`config.mk`:
```
export PLATFORM = sky130hd
export DESIGN_NAME = axi_rd_sub
export DESIGN_NICKNAME = d
export VERILOG_FILES = /design/src/verilog/axi_rd_pkg.sv /design/src/verilog/axi_rd_ar_decode.sv /design/src/verilog/axi_rd_comp_issue.sv /design/src/verilog/axi_rd_resp_pipe.sv /design/src/verilog/axi_rd_sub.sv
export SDC_FILE = /design/constraint.sdc
export NUM_CORES = 1
export LEC_CHECK = 0
export BUFFER_PORTS_ARGS = -buffer_cell sky130_fd_sc_hd__buf_2
export CAP_MARGIN = 10
export CORE_UTILIZATION = 45
export DETAILED_ROUTE_END_ITERATION = 8
export PLACE_DENSITY_LB_ADDON = 0.15
export SYNTH_ARGS = -nofsm -noshare
export SYNTH_HDL_FRONTEND = slang
export SYNTH_HIERARCHICAL = 1
export SYNTH_SLANG_ARGS = --single-unit
```
`constraint.sdc`:
```
create_clock -name clk -period 4.3 [get_ports clk]
set_input_delay 0.86 -clock clk [delete_from_list [all_inputs] [get_ports clk]]
set_output_delay 0.86 -clock clk [all_outputs]
set_load 0.02 [all_outputs]
```
`src/verilog/axi_rd_pkg.sv`:
```
// Shared bus widths, component latency and the burst, response and decode state enums
package axi_rd_pkg;

    // ------------------------------------------------------------
    // Bus widths
    // ------------------------------------------------------------

    // Byte address width
    localparam int ADDR_W = 32;
    // Read data width
    localparam int DATA_W = 32;
    // Byte offset bits inside one data word
    localparam int STRB_W = 2;
    // Transaction ID width
    localparam int ID_W   = 4;
    // AxLEN and AxSIZE widths
    localparam int LEN_W  = 8;
    localparam int SIZE_W = 3;

    // ------------------------------------------------------------
    // Component timing
    // ------------------------------------------------------------

    // Cycles from an accepted request to valid read data, 0 means same cycle
    localparam int COMP_LAT   = 1;
    // Skid stages needed to absorb the beats in flight under back-pressure
    localparam int RESP_DEPTH = COMP_LAT + 1;

    // ------------------------------------------------------------
    // Encodings
    // ------------------------------------------------------------

    typedef enum logic [1:0] {
        BURST_FIXED = 2'b00,
        BURST_INCR  = 2'b01,
        BURST_WRAP  = 2'b10
    } axi_burst_e;

    // EXOKAY and DECERR are never returned
    typedef enum logic [1:0] {
        RESP_OKAY   = 2'b00,
        RESP_SLVERR = 2'b10
    } axi_resp_e;

    // Decode state, idle or issuing beats of one burst
    typedef enum logic {
        RD_IDLE  = 1'b0,
        RD_BURST = 1'b1
    } rd_state_e;

endpackage

```
`src/verilog/axi_rd_ar_decode.sv`:
```
// AR channel decode: burst capture, beat down-counter and next beat address generation
`timescale 1ns/1ps

module axi_rd_ar_decode (
    input  logic                          clk,
    input  logic                          rst_n,
    // AR channel
    input  logic                          i_arvalid,
    output logic                          o_arready,
    input  logic [axi_rd_pkg::ADDR_W-1:0] i_araddr,
    input  logic [axi_rd_pkg::ID_W-1:0]   i_arid,
    input  logic [axi_rd_pkg::LEN_W-1:0]  i_arlen,
    input  logic [axi_rd_pkg::SIZE_W-1:0] i_arsize,
    input  axi_rd_pkg::axi_burst_e        i_arburst,
    // Beat request toward issue
    input  logic                          i_req_accept,
    output logic                          o_req_valid,
    output logic [axi_rd_pkg::ADDR_W-1:0] o_req_addr,
    output logic [axi_rd_pkg::ID_W-1:0]   o_req_id,
    output logic                          o_req_last
);

    axi_rd_pkg::rd_state_e state;

    // Current burst context, full byte address kept for narrow sizes
    logic [axi_rd_pkg::ADDR_W-1:0] ctx_addr;
    logic [axi_rd_pkg::ID_W-1:0]   ctx_id;
    logic [axi_rd_pkg::LEN_W-1:0]  ctx_len;
    logic [axi_rd_pkg::SIZE_W-1:0] ctx_size;
    axi_rd_pkg::axi_burst_e        ctx_burst;

    // Beats still to issue after the current one
    logic [axi_rd_pkg::LEN_W-1:0]  cnt;

    logic                          ar_hs;
    logic [axi_rd_pkg::ADDR_W-1:0] size_bytes;
    logic [axi_rd_pkg::ADDR_W-1:0] size_mask;
    logic [axi_rd_pkg::ADDR_W-1:0] wrap_len;
    logic [axi_rd_pkg::ADDR_W-1:0] wrap_mask;
    logic [axi_rd_pkg::ADDR_W-1:0] incr_addr;
    logic [axi_rd_pkg::ADDR_W-1:0] next_addr;

    // ------------------------------------------------------------
    // AR handshake
    // ------------------------------------------------------------

    // Ready again in the cycle the last beat goes out, no bubble between bursts
    assign o_arready = (state == axi_rd_pkg::RD_IDLE) || (i_req_accept && o_req_last);
    assign ar_hs     = i_arvalid && o_arready;

    always_ff @(posedge clk or negedge rst_n) begin
        if (!rst_n) begin
            state <= axi_rd_pkg::RD_IDLE;
            cnt   <= '0;
        end else if (ar_hs) begin
            state <= axi_rd_pkg::RD_BURST;
            cnt   <= i_arlen;
        end else if (i_req_accept) begin
            if (o_req_last) begin
                state <= axi_rd_pkg::RD_IDLE;
            end else begin
                cnt <= cnt - 1'b1;
            end
        end
    end

    // Context follows the handshake, address steps on each accepted beat
    always_ff @(posedge clk) begin
        if (ar_hs) begin
            ctx_addr  <= i_araddr;
            ctx_id    <= i_arid;
            ctx_len   <= i_arlen;
            ctx_size  <= i_arsize;
            ctx_burst <= i_arburst;
        end else if (i_req_accept) begin
            ctx_addr  <= next_addr;
        end
    end

    // ------------------------------------------------------------
    // Next beat address
    // ------------------------------------------------------------

    always_comb begin
        // Bytes per beat
        size_bytes = {{(axi_rd_pkg::ADDR_W-1){1'b0}}, 1'b1} << ctx_size;
        size_mask  = size_bytes - 1'b1;
        // Wrap window is (len+1) beats wide
        wrap_len   = {{(axi_rd_pkg::ADDR_W-axi_rd_pkg::LEN_W){1'b0}}, ctx_len} + 1'b1;
        wrap_mask  = (wrap_len << ctx_size) - 1'b1;
        // Later beats are size aligned even if the first one was not
        incr_addr  = (ctx_addr & ~size_mask) + size_bytes;
        case (ctx_burst)
            axi_rd_pkg::BURST_INCR: next_addr = incr_addr;
            axi_rd_pkg::BURST_WRAP: next_addr = (ctx_addr & ~wrap_mask) | (incr_addr & wrap_mask);
            default:                next_addr = ctx_addr;
        endcase
    end

    // Word aligned request to the component
    assign o_req_valid = (state == axi_rd_pkg::RD_BURST);
    assign o_req_addr  = {ctx_addr[axi_rd_pkg::ADDR_W-1:axi_rd_pkg::STRB_W],
                          {axi_rd_pkg::STRB_W{1'b0}}};
    assign o_req_id    = ctx_id;
    assign o_req_last  = (cnt == '0);

endmodule

```
`src/verilog/axi_rd_comp_issue.sv`:
```
// Component request issue and beat context shift register matched to the component latency
`timescale 1ns/1ps

module axi_rd_comp_issue (
    input  logic                        clk,
    input  logic                        rst_n,
    // Beat request from decode
    input  logic                        i_req_valid,
    input  logic [axi_rd_pkg::ID_W-1:0] i_req_id,
    input  logic                        i_req_last,
    output logic                        o_req_accept,
    // Component handshake
    output logic                        o_dv,
    input  logic                        i_hld,
    input  logic                        i_err,
    // Response pipe side
    input  logic                        i_space,
    output logic                        o_beat_valid,
    output logic [axi_rd_pkg::ID_W-1:0] o_beat_id,
    output logic                        o_beat_last,
    output axi_rd_pkg::axi_resp_e       o_beat_resp
);

    // Stage 0 is the acceptance cycle, stage COMP_LAT lines up with rdata
    logic                        vld_sr  [axi_rd_pkg::COMP_LAT+1];
    logic [axi_rd_pkg::ID_W-1:0] id_sr   [axi_rd_pkg::COMP_LAT+1];
    logic                        last_sr [axi_rd_pkg::COMP_LAT+1];

    // ------------------------------------------------------------
    // Request
    // ------------------------------------------------------------

    // Only ask when every response stage can take the result
    assign o_dv         = i_req_valid && i_space;
    assign o_req_accept = o_dv && !i_hld;

    assign vld_sr[0]  = o_req_accept;
    assign id_sr[0]   = i_req_id;
    assign last_sr[0] = i_req_last;

    // ------------------------------------------------------------
    // Context shift register
    // ------------------------------------------------------------

    // Empty for zero latency, context then passes straight through
    for (genvar k = 1; k <= axi_rd_pkg::COMP_LAT; k++) begin : g_ctx

        always_ff @(posedge clk or negedge rst_n) begin
            if (!rst_n) begin
                vld_sr[k] <= 1'b0;
            end else begin
                vld_sr[k] <= vld_sr[k-1];
            end
        end

        always_ff @(posedge clk) begin
            id_sr[k]   <= id_sr[k-1];
            last_sr[k] <= last_sr[k-1];
        end

    end

    // Tail of the pipe meets the component data
    assign o_beat_valid = vld_sr[axi_rd_pkg::COMP_LAT];
    assign o_beat_id    = id_sr[axi_rd_pkg::COMP_LAT];
    assign o_beat_last  = last_sr[axi_rd_pkg::COMP_LAT];
    // Error from the component turns into SLVERR for this beat only
    assign o_beat_resp  = i_err ? axi_rd_pkg::RESP_SLVERR : axi_rd_pkg::RESP_OKAY;

endmodule

```
`src/verilog/axi_rd_resp_pipe.sv`:
```
// R channel response pipe built from a chain of two-entry skid buffers
`timescale 1ns/1ps

module axi_rd_resp_pipe (
    input  logic                          clk,
    input  logic                          rst_n,
    // Beat from issue, always accepted
    input  logic                          i_beat_valid,
    input  logic [axi_rd_pkg::ID_W-1:0]   i_beat_id,
    input  logic                          i_beat_last,
    input  axi_rd_pkg::axi_resp_e         i_beat_resp,
    input  logic [axi_rd_pkg::DATA_W-1:0] i_rdata,
    output logic                          o_space,
    // R channel
    output logic                          o_rvalid,
    input  logic                          i_rready,
    output logic [axi_rd_pkg::DATA_W-1:0] o_rdata,
    output logic [axi_rd_pkg::ID_W-1:0]   o_rid,
    output axi_rd_pkg::axi_resp_e         o_rresp,
    output logic                          o_rlast
);

    // One beat of payload and context
    typedef struct packed {
        logic [axi_rd_pkg::DATA_W-1:0] data;
        logic [axi_rd_pkg::ID_W-1:0]   id;
        axi_rd_pkg::axi_resp_e         resp;
        logic                          last;
    } beat_t;

    // Index 0 is the pipe input, RESP_DEPTH the R channel
    logic                        stg_vld  [axi_rd_pkg::RESP_DEPTH+1];
    beat_t                       stg_beat [axi_rd_pkg::RESP_DEPTH+1];
    logic [axi_rd_pkg::RESP_DEPTH:0] stg_rdy;

    assign stg_vld[0]  = i_beat_valid;
    assign stg_beat[0] = '{data: i_rdata, id: i_beat_id, resp: i_beat_resp, last: i_beat_last};
    assign stg_rdy[axi_rd_pkg::RESP_DEPTH] = i_rready;

    // ------------------------------------------------------------
    // Skid stages
    // ------------------------------------------------------------

    for (genvar k = 0; k < axi_rd_pkg::RESP_DEPTH; k++) begin : g_stage

        logic  skd_vld;
        beat_t skd_beat;
        logic  out_free;

        // Output register can load when empty or draining
        assign out_free   = !stg_vld[k+1] || stg_rdy[k+1];
        // Upstream may send while the skid entry is empty
        assign stg_rdy[k] = !skd_vld;

        always_ff @(posedge clk or negedge rst_n) begin
            if (!rst_n) begin
                stg_vld[k+1] <= 1'b0;
                skd_vld      <= 1'b0;
            end else if (out_free) begin
                stg_vld[k+1] <= skd_vld || stg_vld[k];
                skd_vld      <= 1'b0;
            end else if (stg_vld[k] && stg_rdy[k]) begin
                // Output stalled, park the new beat
                skd_vld      <= 1'b1;
            end
        end

        always_ff @(posedge clk) begin
            if (out_free) begin
                // Parked beat is older and goes first
                stg_beat[k+1] <= skd_vld ? skd_beat : stg_beat[k];
            end else if (stg_vld[k] && stg_rdy[k]) begin
                skd_beat      <= stg_beat[k];
            end
        end

    end

    // Room for the worst case only when no stage has a parked beat
    assign o_space  = &stg_rdy[axi_rd_pkg::RESP_DEPTH-1:0];

    assign o_rvalid = stg_vld[axi_rd_pkg::RESP_DEPTH];
    assign o_rdata  = stg_beat[axi_rd_pkg::RESP_DEPTH].data;
    assign o_rid    = stg_beat[axi_rd_pkg::RESP_DEPTH].id;
    assign o_rresp  = stg_beat[axi_rd_pkg::RESP_DEPTH].resp;
    assign o_rlast  = stg_beat[axi_rd_pkg::RESP_DEPTH].last;

endmodule

```
`src/verilog/axi_rd_sub.sv`:
```
// AXI read subordinate top level joining AR decode, component issue and response pipe
`timescale 1ns/1ps

module axi_rd_sub (
    input  logic                          clk,
    input  logic                          rst_n,
    // AR channel
    input  logic                          i_arvalid,
    output logic                          o_arready,
    input  logic [axi_rd_pkg::ADDR_W-1:0] i_araddr,
    input  logic [axi_rd_pkg::ID_W-1:0]   i_arid,
    input  logic [axi_rd_pkg::LEN_W-1:0]  i_arlen,
    input  logic [axi_rd_pkg::SIZE_W-1:0] i_arsize,
    input  axi_rd_pkg::axi_burst_e        i_arburst,
    // R channel
    output logic                          o_rvalid,
    input  logic                          i_rready,
    output logic [axi_rd_pkg::DATA_W-1:0] o_rdata,
    output logic [axi_rd_pkg::ID_W-1:0]   o_rid,
    output axi_rd_pkg::axi_resp_e         o_rresp,
    output logic                          o_rlast,
    // Component
    output logic                          o_dv,
    output logic [axi_rd_pkg::ADDR_W-1:0] o_addr,
    input  logic                          i_hld,
    input  logic                          i_err,
    input  logic [axi_rd_pkg::DATA_W-1:0] i_rdata
);

    // Decode and issue
    logic                        req_valid;
    logic [axi_rd_pkg::ID_W-1:0] req_id;
    logic                        req_last;
    logic                        req_accept;

    // Issue and response pipe
    logic                        space;
    logic                        beat_valid;
    logic [axi_rd_pkg::ID_W-1:0] beat_id;
    logic                        beat_last;
    axi_rd_pkg::axi_resp_e       beat_resp;

    axi_rd_ar_decode u_decode (
        .clk          (clk),
        .rst_n        (rst_n),
        .i_arvalid    (i_arvalid),
        .o_arready    (o_arready),
        .i_araddr     (i_araddr),
        .i_arid       (i_arid),
        .i_arlen      (i_arlen),
        .i_arsize     (i_arsize),
        .i_arburst    (i_arburst),
        .i_req_accept (req_accept),
        .o_req_valid  (req_valid),
        .o_req_addr   (o_addr),
        .o_req_id     (req_id),
        .o_req_last   (req_last)
    );

    axi_rd_comp_issue u_issue (
        .clk          (clk),
        .rst_n        (rst_n),
        .i_req_valid  (req_valid),
        .i_req_id     (req_id),
        .i_req_last   (req_last),
        .o_req_accept (req_accept),
        .o_dv         (o_dv),
        .i_hld        (i_hld),
        .i_err        (i_err),
        .i_space      (space),
        .o_beat_valid (beat_valid),
        .o_beat_id    (beat_id),
        .o_beat_last  (beat_last),
        .o_beat_resp  (beat_resp)
    );

    // Component data joins its context at the pipe input
    axi_rd_resp_pipe u_resp (
        .clk          (clk),
        .rst_n        (rst_n),
        .i_beat_valid (beat_valid),
        .i_beat_id    (beat_id),
        .i_beat_last  (beat_last),
        .i_beat_resp  (beat_resp),
        .i_rdata      (i_rdata),
        .o_space      (space),
        .o_rvalid     (o_rvalid),
        .i_rready     (i_rready),
        .o_rdata      (o_rdata),
        .o_rid        (o_rid),
        .o_rresp      (o_rresp),
        .o_rlast      (o_rlast)
    );

endmodule

```
## After elaboration in Yosys (flattened, before gate mapping)

Cells that the tools add are included.
Widths: inputs -> output; s select.

| word-level totals | value |
|---|---|
| register bits after elaboration | 224 |
| bits in latches | 0 |
| bits in writable memories | 0 |
| memory bits (read-only) | 0 |
| output and inout bits | 74 |
| memories | 0 |

| cells by class | value |
|---|---|
| add/subtract/negate cells | 5 |
| $mul | 0 |
| div/mod/pow operators | 0 |
| $lt $le $gt $ge | 0 |
| equality and inequality tests | 3 |
| shift operators | 2 |
| mux-type cells | 16 |
| bitwise logic cells | 9 |
| reductions and logical operators | 28 |

Operators with widths:

| cell | count |
|---|---|
| $and 32x32->32 | 3 |
| $mux 39 | 2 |
| $mux 32 | 2 |
| $not 32->32 | 2 |
| $pmux 32 s2 | 1 |
| $sub 32x1->32 const B | 2 |
| $add 32x32->32 | 1 |
| $or 32x32->32 | 1 |
| $shl 1x3->32 const A | 1 |
| $shl 32x3->32 | 1 |
| $mux 8 | 3 |
| $reduce_and 2->1 | 6 |
| $add 8x1->9 const B | 1 |
| $logic_not 8->1 | 1 |
| $reduce_bool 2->1 | 4 |
| $sub 8x1->8 const B | 1 |
| $mux 1 | 7 |
| $logic_and 1x1->1 | 6 |
| $logic_not 1->1 | 5 |
| $logic_or 1x1->1 | 5 |
| $not 1->1 | 3 |
| $reduce_bool 3->1 | 1 |
| $eq 2x1->1 const B | 1 |
| $eq 2x2->1 const B | 1 |
| other kinds (2) | 2 |

## Depth between registers and ports, before layout

Gate-level depths: netlist (run 1).

| depth | value |
|---|---|
| depth in word-level cells | 10 |
| gate-level depth with buffers | 15 |

## By module

Netlist (run 1), hierarchy kept.

By module, submodules not included:

| module | instances | cells each | area an instance (um^2) | seq. area each (um^2) |
|---|---|---|---|---|
| axi_rd_resp_pipe | 1 | 297 | 6433.7 | 4784.6 |
| axi_rd_ar_decode | 1 | 602 | 5231.3 | 1696.6 |
| axi_rd_comp_issue | 1 | 11 | 158.9 | 125.1 |

## Worst setup path after synthesis (run 1)

Ideal clock, no wire load.

| path | value |
|---|---|
| path kind | in2reg |
| start point | input i_rready |
| end point | register u_resp/g_stage[1].skd_beat[0] (netlist bit) (enable) |
| arrival | 4.834 ns |
| path slack | -1.026 ns |
| stages on the path | 2 |
| buffers on the path | 0 |
| path through | nand2b_1 -> nor3b_1 |

| on the way | value |
|---|---|
| cells in the longest elaborated chain, start to end | 3 |

Ends and longest elaborated chain:

| element | RTL line | source |
|---|---|---|
| from (decl) | axi_rd_sub.sv:17 | `input logic i_rready,` |
| $logic_or 1x1->1 | axi_rd_resp_pipe.sv:51 | `assign out_free = !stg_vld[k+1] \|\| stg_rdy[k+1];` |
| $not 1->1 (no line) | -- |  |
| $reduce_and 2->1 (no line) | -- |  |
| to (signal assigned) | axi_rd_resp_pipe.sv:73 | `skd_beat <= stg_beat[k];` |
| to (decl) | axi_rd_resp_pipe.sv:47 | `beat_t skd_beat;` |

No other way between the ends.
A chain may end at the register's enable or synchronous reset.

==> out/results.tsv, run 1 <==
stage	metric	value	unit
status	run_status	complete, no violations	
synth	yosysWarnings	6	
placement	portBuffers	158	
clocking	htreeDepth	1	
critical_path	slowest_delay	620	ps
detailed_routing	wl_met1	11500	um
global_routing	grt_max_degree	51	
detailed_routing	wl_per_cell	18.7	um
sta	post-route-min-period	3790	ps
placement	gp_congestion	0.864	
critical_path	reg2regPathDepth	12	
sta	slew_headroom	47.6	%
synth	synth_ff_type	edfxtp_1	
clocking	cts-root-buf	clkbuf_16	
synth	synth_edf_count	205	
placement	dpl.hpwl	18000	um
cells_and_area	drive_gt1_share	32.8	%
cells_and_area	ff_latch_area	6610	um^2
cells_and_area	final_common_cell	edfxtp_1	
die	die_area	26900	um^2
sta	clock_skew	18.0	ps
synth	async_flop_share	6.25	%
cells_and_area	nets	1096	
die	die_w	164	um
clocking	path_clk_slew	60	ps
detailed_routing	vias	7264	
critical_path	end_kind	flop	
critical_path	path_cells	ha_1 > nand3_2 > nor2_1 > xnor2_1 > a22oi_1 > a2111o_1 > nor4b_1 > and3_1 > ha_1 > nor2_1 > o21ai_0 > nand2_1	
global_routing	grt_pass1_vias	7052	
synth	syn_avg_cell_area	13.0	um^2
synth	synth-seq-cells	224	
pwr	peakVddDrop	0.324	mV
detailed_routing	dr_wl_met3	1080	um
global_routing	grt-ovfl-total	0	
sta	hold_violations	0	
flow_run	cap_violations	0	
die	pin_count	161	
global_routing	antenna_found_initial	1	
detailed_routing	drc_errors	0	
sta	post-route-period-util	88.0	%
cells_and_area	num-fill-cells	2184	
sta	timing.fmax	264	MHz
sta	drv_slew	0	
detailed_routing	ant_nets	0	
cells_and_area	area_growth	10.7	%
detailed_routing	initialDrtViolationCount	503	
critical_path	cp.required	4540	ps
clocking	clk_latency	520	ps
critical_path	slowest_stage	edfxtp_1	
clocking	postCtsSetupBuffers	0	
pwr	p_leak	4.95	nW
critical_path	critPathKind	reg2reg	
synth	yosysSeqAreaShare	55.9	%
detailed_routing	top_layer	met4	
clocking	cts_num_sinks	224	
sta	setup_viol	0	
critical_path	cp.depth	12	
clocking	ctsHoldBuffers	0	
cells_and_area	multi_input_area	4310	um^2
placement	place_area	12400	um^2
detailed_routing	met2_length	12000	um
critical_path	cp_num_buf_inv	0	
die	coreArea	25500	um^2
critical_path	arrival	4020	ps
sta	setup_tns	0	ps
detailed_routing	via_per_inst	5.40	
detailed_routing	finalWirelength	25200	um
die	die_h	164	um
clocking	cts_resized	0	
clocking	cts_tree	done	
cells_and_area	final_cell_mix	edfxtp_1 (205), buf_2 (158), nor2_1 (73), mux2_4 (73), nand2_1 (55)	
detailed_routing	first_pass_iters	5	
worst_hold_path	hp-class	in2async	
cells_and_area	final_area	13100	um^2
critical_path	critPathMaxFanout	14	
sta	hold_ws	241	ps
global_routing	grt_pass1_wl	39100	um
die	start_util	46.4	%
sta	rsz0062_at_grt	no	
die	rows	58	
critical_path	critPathLaunchType	flop	
pwr	power.density	498	nW/um^2
global_routing	grt_use_total	18.8	%
critical_path	crit_start	u_decode/ctx_len[0]$_DFFE_PP_	
critical_path	critical-path-top-delay-family	simple AND/OR/NAND/NOR gates	
critical_path	reg2reg_slack	510	ps
sta	worst_pin_slew	786	ps
synth	syn_area	11800	um^2
clocking	cts_buffers	24	
synth	netlist_instances	910	
synth	synth_cell_types	81	
clocking	ctsLongestPathBuffers	3	
critical_path	r2r_start	u_decode/ctx_len[0]$_DFFE_PP_	
per-stage QoR:
step	instances	setup WS, ps	total power (W)	utilization [%]
5_1_grt	1346	229	0.00681	51.4
3_5_place_dp	1304	576	0.00469	48.6
3_3_place_gp	1304	546	0.00465	48.6
2_1_floorplan	911	344	0.00447	-
4_1_cts	1345	582	0.00661	51.4
6_report	1346	515	0.00652	51.4
metal layers:
metal,up-vias,GRT usage (%)
met4,0,5.56
met5,-,0
met2,211,30.9
met3,41,2.30
li1,3502,-
met1,3510,26.1
synth_stat cells (6+ instances only):
cell      instances  share of area [%]
clkbuf_1         18               0.57
a21oi_1          28                1.2
nand2b_1         17               0.90
o21ai_0          32                1.4
a211oi_2         13                1.4
ha_1              9               0.95
nand4_1          10               0.53
inv_1            12               0.38
buf_2             8               0.34
nor2b_1           7               0.37
and3_1           13               0.69
nor3_1           12               0.51
a211oi_1         11               0.70
mux2_4           73                9.3
xor2_1           22                1.6
mux2_2            6               0.57
o31ai_1          17                1.1
o211ai_1          7               0.44
nand3_1          17               0.72
edfxtp_1        205                 52
dfrtp_1          14                3.0
buf_4            76                4.8
nor2_1           73                2.3
and2_1            9               0.48
nand2_1          56                1.8
xnor2_1          28                2.1
buf_6            10               0.95
how the worst min path moves through the flow:
stage	start	endpoint	slack [ps]	depth (start not counted)
after floorplan	u_decode/o_req_id[0]$_DFFE_PP_	u_issue/o_beat_id[0]$_DFF_P_	320	0
after CTS	rst_n	u_decode/cnt[6]$_DFFE_PN0P_	240	1
final	rst_n	u_decode/cnt[2]$_DFFE_PN0P_	240	1
after global routing	rst_n	u_decode/cnt[2]$_DFFE_PN0P_	260	1
after global placement	u_decode/o_req_id[1]$_DFFE_PP_	u_issue/o_beat_id[1]$_DFF_P_	320	0
after detailed placement	u_decode/o_req_id[0]$_DFFE_PP_	u_issue/o_beat_id[0]$_DFF_P_	330	0
final cells by class:
cell class | count | area share (%)
clock buffers | 29 | 4.73
clock inverters | 12 | 0.736
flip-flops and latches | 224 | 50.5
inverters | 12 | 0.344
well taps | 330 | 3.15
diodes | 1 | 0.0191
repair buffers | 183 | 7.57
multi-input cells | 555 | 32.9
power breakdown:
group	internal (W)	switching [W]	leakage [nW]	total, W
sequential	0.00296	0.000196	2.17	0.00316
clock	0.00108	0.000823	0.347	0.00191
combinational	0.000629	0.000822	2.44	0.00145
kinds of logic (layout without fill, tap and decap cells):
logic type / Yosys count / after routing / synth area share, %
xor+xnor: 50 / 50 / 3.70
mux: 83 / 83 / 10.2
other cells: 2 / 4 / 0.0635
buf+inv: 132 / 236 / 7.88
flops: 224 / 224 / 55.9
compound gates: 155 / 155 / 9.82
fa+ha+maj: 9 / 9 / 0.952
simple gates: 255 / 255 / 11.5
No activity file was read; power rests on OpenSTA's default activity.
==> run 2: changes to the inputs <==
--- a/config.mk
+++ b/config.mk
@@ -7,9 +7,12 @@
 export LEC_CHECK = 0
 export BUFFER_PORTS_ARGS = -buffer_cell sky130_fd_sc_hd__buf_2
 export CAP_MARGIN = 10
-export CORE_UTILIZATION = 45
+export CELL_PAD_IN_SITES_DETAIL_PLACEMENT = 1
+export CELL_PAD_IN_SITES_GLOBAL_PLACEMENT = 2
+export CORE_UTILIZATION = 36
 export DETAILED_ROUTE_END_ITERATION = 8
 export PLACE_DENSITY_LB_ADDON = 0.15
+export REMOVE_ABC_BUFFERS = 1
 export SYNTH_ARGS = -nofsm -noshare
 export SYNTH_HDL_FRONTEND = slang
 export SYNTH_HIERARCHICAL = 1
==> run 2 against run 1 <==
Compared with the run above: critical path depth unchanged; clock power up 9.9%; highest routed layer unchanged; register-to-register slack better by 90 ps; first-iteration DRC count down 16%; final area up 1.7%; sequential power about the same; utilization down 9.7 points; flip-flop and latch count unchanged.
==> out/results.tsv, run 2 (synthesis results as in run 1) <==
stage	metric	value	unit
status	run_status	complete, no violations	
cells_and_area	drive_gt1_share	33.4	%
die	coreArea	32000	um^2
cells_and_area	final_cells	1457	
critical_path	slowest_stage	edfxtp_1	
placement	dp_cells	1413	
clocking	cts_tree	done	
pwr	power.density	504	nW/um^2
detailed_routing	wl_per_cell	19.6	um
clocking	ctsLongestPathBuffers	3	
sta	setup_viol	0	
die	start_util	37.0	%
sta	rsz0062_at_grt	no	
detailed_routing	via_per_inst	5.03	
critical_path	critPathMaxFanout	10	
sta	hold_violations	0	
critical_path	end_kind	flop	
critical_path	crit_top_cell	nand2_1	
global_routing	grt_pass1_vias	7774	
sta	worst_pin_slew	1180	ps
sta	clock_skew	14.5	ps
flow_run	cap_violations	0	
clocking	path_clk_slew	60	ps
sta	post-route-period-util	85.9	%
cells_and_area	nets	1101	
clocking	cts-root-buf	clkbuf_16	
detailed_routing	ant_nets	0	
critical_path	critical-path-top-delay-family	simple AND/OR/NAND/NOR gates	
global_routing	antenna_found_initial	0	
sta	post-route-min-period	3690	ps
pwr	seqPwrFrac	47.2	%
pwr	internal_power	0.00483	W
pwr	p_leak	5.01	nW
pwr	comb_power_share	21.5	%
critical_path	cp_num_buf_inv	1	
placement	dpl.hpwl	20900	um
clocking	cts_num_sinks	224	
cells_and_area	final_cell_mix	edfxtp_1 (205), buf_2 (158), nor2_1 (73), mux2_4 (73), nand2_1 (55)	
sta	hold_ws	242	ps
clocking	cts_resized	0	
cells_and_area	insertedDiodeCount	0	
critical_path	critPathKind	reg2reg	
die	die_h	183	um
sta	timing.fmax	271	MHz
clocking	cts_buffers	25	
detailed_routing	vias	7323	
sta	slew_headroom	21.1	%
cells_and_area	final_common_cell	edfxtp_1	
placement	gp_congestion	0.851	
worst_hold_path	hp-class	in2async	
pwr	power_frac_clock	31.2	%
clocking	clk_latency	520	ps
die	die_area	33600	um^2
clocking	postCtsSetupBuffers	0	
sta	drv_slew	0	
critical_path	path_cells	buf_4 > nand2_1 > mux2_2 > nand4_2 > a41oi_2 > a2111o_1 > nor4b_1 > and3_1 > ha_1 > nor2_1 > o21ai_0 > nand2_1	
critical_path	reg2reg_slack	610	ps
placement	portBuffers	158	
critical_path	critPathLaunchType	flop	
die	die_w	183	um
pwr	p_sw	0.00188	W
die	pin_count	161	
detailed_routing	drc_errors	0	
detailed_routing	first_pass_iters	4	
global_routing	grt_use_total	17.2	%
pwr	peakVddDrop	0.260	mV
detailed_routing	initialDrtViolationCount	423	
critical_path	arrival	3930	ps
global_routing	grt_pass1_wl	45100	um
cells_and_area	area_growth	12.6	%
global_routing	grt-ovfl-total	0	
critical_path	slowest_delay	600	ps
global_routing	grt_max_degree	51	
clocking	htreeDepth	1	
pwr	switching_share	28.0	%
clocking	ctsHoldBuffers	0	
detailed_routing	finalWirelength	28600	um
die	rows	65	
critical_path	cp.required	4530	ps
-- run 2: layout make-up --
class / instances / area [um^2]
fill: 3411 / 18700
clock inverter: 14 / 151
tap: 435 / 544
sequential: 224 / 6610
multi-input combinational: 555 / 4310
timing repair buffer: 187 / 1010
inverter: 12 / 45.0
clock buffer: 30 / 644
-- run 2: routing by layer --
metal | GRT usage, % | wire [um] | part of all wire (%) | up-vias
met1 | 22.4 | 13000 | 46 | 3646
met4 | 4.73 | 598 | 2.1 | 0
met5 | 0 | 0 | 0 | -
met2 | 30.1 | 14000 | 49 | 143
met3 | 2.22 | 988 | 3.5 | 40
li1 | - | - | - | 3494
-- run 2: final timing paths --
| kind | endpoint | depth (start not counted) | startpoint |
|---|---|---|---|
| setup / recovery | flop | 12 | u_decode/ctx_size[1]$_DFFE_PP_ |
| hold / removal | u_decode/cnt[4]$_DFFE_PN0P_ | 1 | rst_n |
| setup reg to reg | flop | 12 | u_decode/ctx_size[1]$_DFFE_PP_ |
| hold reg to reg | u_issue/o_beat_id[2]$_DFF_P_ | 0 | u_decode/o_req_id[2]$_DFFE_PP_ |
| max in group asynchronous | u_resp/g_stage[1].skd_vld$_DFFE_PN0P_ | 1 | rst_n |
| min in group clk | u_issue/o_beat_id[2]$_DFF_P_ | 0 | u_decode/o_req_id[2]$_DFFE_PP_ |
-- run 2: metrics by stage --
stage / instance area (um^2) / power (W) / worst slack (ps) / setup TNS [ps] / utilization (%)
after global placement: 12500 / 0.00464 / 668 / 0 / 39.1
final: 13300 / 0.00671 / 606 / 0 / 41.6
after detailed placement: 12500 / 0.00470 / 607 / 0 / 39.1
after CTS: 13300 / 0.00683 / 600 / 0 / 41.6
after floorplan: 10900 / 0.00422 / -1650 / -142660 / -
after global routing: 13300 / 0.00703 / 299 / 0 / 41.6
-- run 2: worst reg2reg max path, cell delays in order, from the launching register on --
cell and delay, ps:
edfxtp_1 600, buf_4 260, nand2_1 60, mux2_2 320
nand4_2 150, a41oi_2 250, a2111o_1 470, nor4b_1 520
and3_1 240, ha_1 250, nor2_1 110, o21ai_0 80
nand2_1 100
-- run 2: power groups by stage --
stage                     clock, W  combinational [W]  sequential [W]
final                      0.00210            0.00145         0.00317
after global routing       0.00223            0.00157         0.00322
after CTS                  0.00217            0.00148         0.00318
after detailed placement         0            0.00148         0.00322
after global placement           0            0.00144         0.00320
after floorplan                  0           0.000745         0.00347
==> run 3: changes to the inputs <==
--- a/config.mk
+++ b/config.mk
@@ -9,11 +9,10 @@
 export CAP_MARGIN = 10
 export CELL_PAD_IN_SITES_DETAIL_PLACEMENT = 1
 export CELL_PAD_IN_SITES_GLOBAL_PLACEMENT = 2
-export CORE_UTILIZATION = 36
+export CORE_UTILIZATION = 35
 export DETAILED_ROUTE_END_ITERATION = 8
 export PLACE_DENSITY_LB_ADDON = 0.15
 export REMOVE_ABC_BUFFERS = 1
 export SYNTH_ARGS = -nofsm -noshare
 export SYNTH_HDL_FRONTEND = slang
-export SYNTH_HIERARCHICAL = 1
 export SYNTH_SLANG_ARGS = --single-unit
==> run 3 against run 2 <==
Compared with the run above: synthesized cell count shrank 5.5%; flip-flop and latch count is 4 lower; routed wire length decreased by 7.9%; synthesized area is 7.7% lower; sequential power down 2%.
==> out/results.tsv, run 3 <==
stage	metric	value	unit
synth	syn_area	10900	um^2
sta	post-route-period-util	85.7	%
sta	worst_pin_slew	739	ps
cells_and_area	fin_util	40.8	%
die	die_area	31900	um^2
global_routing	grtUsageMet1	22.6	%
clocking	cts_tree	done	
detailed_routing	first_pass_iters	4	
global_routing	grt-ovfl-total	0	
synth	async_flop_share	6.36	%
detailed_routing	vias	6888	
clocking	cts_resized	0	
cells_and_area	final_common_cell	edfxtp_1	
sta	timing.fmax	271	MHz
pwr	p_sw	0.00194	W
sta	drv_slew	0	
clocking	cts_buffers	27	
critical_path	arrival	3960	ps
synth	synthTopCellsByCount	edfxtp_1 (201), nor2_1 (82), mux2_2 (77)	
critical_path	critPathLaunchType	flop	
clocking	htreeDepth	1	
critical_path	critPathMaxFanout	21	
cells_and_area	num-fill-cells	3268	
sta	slew_headroom	50.7	%
synth	yosysSeqAreaShare	59.5	%
flow_run	cap_violations	0	
synth	synth-seq-cells	220	
clocking	postCtsSetupBuffers	0	
sta	post-route-min-period	3690	ps
clocking	cts_num_sinks	220	
global_routing	grt-busiest-layer	met2	
detailed_routing	ant_nets	0	
synth	synth_most_common_cell	edfxtp_1	
pwr	power.density	537	nW/um^2
placement	place_area	11600	um^2
detailed_routing	via_per_inst	5.00	
synth	synth_top_area_share	55.3	%
global_routing	antenna_found_initial	0	
worst_hold_path	hp-class	in2async	
die	coreArea	30600	um^2
global_routing	grt_pass1_vias	7103	
clocking	ctsLongestPathBuffers	3	
pwr	internal_power	0.00475	W
cells_and_area	insertedDiodeCount	0	
synth	synthTopCellsByArea	edfxtp_1 (55%), mux2_2 (7.9%), buf_4 (5.0%)	
clocking	clk_latency	550	ps
cells_and_area	nets	1056	
pwr	peakVddDrop	0.357	mV
synth	synth_edf_count	201	
die	start_util	35.7	%
global_routing	grt_max_degree	48	
synth	synth_cell_types	80	
synth	netlist_instances	860	
placement	gp_congestion	0.805	
die	pin_count	161	
sta	clock_skew	11.7	ps
global_routing	grt_use_total	16.7	%
detailed_routing	wl_per_cell	19.1	um
sta	rsz0062_at_grt	no	
detailed_routing	finalWirelength	26300	um
synth	yosysWarnings	0	
pwr	seqPwrFrac	46.7	%
pwr	power_frac_clock	32.9	%
critical_path	critPathKind	reg2reg	
global_routing	grtUsageMet2	28.2	%
die	die_h	179	um
clocking	cts-root-buf	clkbuf_16	
cells_and_area	final_cell_mix	edfxtp_1 (201), buf_2 (157), nor2_1 (82)	
cells_and_area	final_area	12500	um^2
die	rows	64	
clocking	path_clk_slew	60	ps
cells_and_area	area_growth	14.3	%
placement	portBuffers	157	
pwr	p_leak	4.58	nW
synth	synth_ff_type	edfxtp_1	
pwr	comb_power_share	20.4	%
die	die_w	179	um
sta	setup_viol	0	
clocking	ctsHoldBuffers	0	
synth	syn_avg_cell_area	12.7	um^2
global_routing	grt_pass1_wl	40900	um
cells_and_area	drive_gt1_share	33.6	%
detailed_routing	drc_errors	0	
detailed_routing	initialDrtViolationCount	315	
synth	synth_area_leader_cell	edfxtp_1	
critical_path	end_kind	flop	
pwr	switching_share	29.0	%
placement	dpl.hpwl	18100	um
critical_path	cp.required	4580	ps
sta	hold_violations	0	
status	run_status	complete, no violations	
global_routing	met3_usage	2.00	%
run 3: cell types whose count changed after synthesis, sizes merged, moves of 4 or more:
| cell | delta |
|---|---|
| a21o | -4 |
| and3 | -8 |
| buf | -9 |
| edfxtp | -4 |
| inv | +9 |
| nand2 | +4 |
| nand2b | -6 |
| nand4 | -7 |
| nor2 | +11 |
| nor4 | -4 |
| o31ai | -12 |
run 3: per-layer routing:
layer  vias up  share of wire, %
li1       3283                 -
met2       127                48
met5         -                 0
met4         0               2.2
met3        41               3.4
met1      3437                47
run 3: kinds of logic (layout without fill, tap and decap cells):
logic type / Yosys count / after routing / synth area share (%)
xor gates and xnor gates: 51 / 51 / 4.09
buffers and inverters: 129 / 248 / 7.78
AOI/OAI and AO/OA: 131 / 131 / 8.64
DFF: 220 / 220 / 59.5
and+or+nand+nor: 238 / 238 / 10.7
other: 1 / 3 / 0.0344
adders and majority gates: 9 / 9 / 1.03
muxes: 81 / 81 / 8.32
run 3: critical path, cell delays in order, from the launching register on:
cell,delay [ps]
edfxtp_1,700
inv_1,180
nand3_1,130
nor2_1,120
ha_1,260
o21ai_0,110
a211oi_1,400
nand3_1,170
a31oi_1,210
o21bai_1,210
nand2b_1,340
nor3_1,320
xnor2_1,170
o31ai_1,90
run 3: worst paths after layout:
path	start	to	slack, ps	depth (start not counted)
worst max register to register	u_decode.ctx_size[1]$_DFFE_PP_	flop	610	13
worst min register to register	u_decode.o_req_id[2]$_DFFE_PP_	u_issue.o_beat_id[2]$_DFF_P_	340	0
min in group clk	u_decode.o_req_id[2]$_DFFE_PP_	u_issue.o_beat_id[2]$_DFF_P_	340	0
max in group asynchronous	rst_n	u_resp.g_stage[1].skd_vld$_DFFE_PN0P_	3810	1
worst max-delay path	u_decode.ctx_size[1]$_DFFE_PP_	flop	610	13
worst min-delay path	rst_n	u_issue.o_beat_valid$_DFF_PN0_	220	1
run 3: final cells by class:
type / instances / area, um^2 / area share, %
multi-input combinational: 513 / 3600 / 28.8
sequential: 220 / 6490 / 52.0
timing repair buffer: 177 / 948 / 7.60
tap: 396 / 495 / 3.97
inverter: 21 / 78.8 / 0.632
clock inverter: 18 / 159 / 1.27
clock buffer: 32 / 704 / 5.65
run 3: stage by stage:
step / setup TNS, ps / hold slack, ps / setup slack [ps] / power, W / std cells
floorplan: -92080 / 323 / -1500 / 0.00404 / 754
global placement: 0 / 325 / 754 / 0.00453 / 1327
detailed placement: 0 / 332 / 671 / 0.00457 / 1327
CTS: 0 / 214 / 645 / 0.00680 / 1377
global route: 0 / 230 / 210 / 0.00701 / 1377
finish: 0 / 218 / 615 / 0.00669 / 1377
run 3: power groups by stage:
stage | sequential (W) | combinational [W] | clock [W]
final | 0.00312 | 0.00137 | 0.00220
after global routing | 0.00317 | 0.00150 | 0.00234
after CTS | 0.00313 | 0.00141 | 0.00227
after detailed placement | 0.00317 | 0.00140 | 0
after global placement | 0.00315 | 0.00138 | 0
after floorplan | 0.00341 | 0.000624 | 0
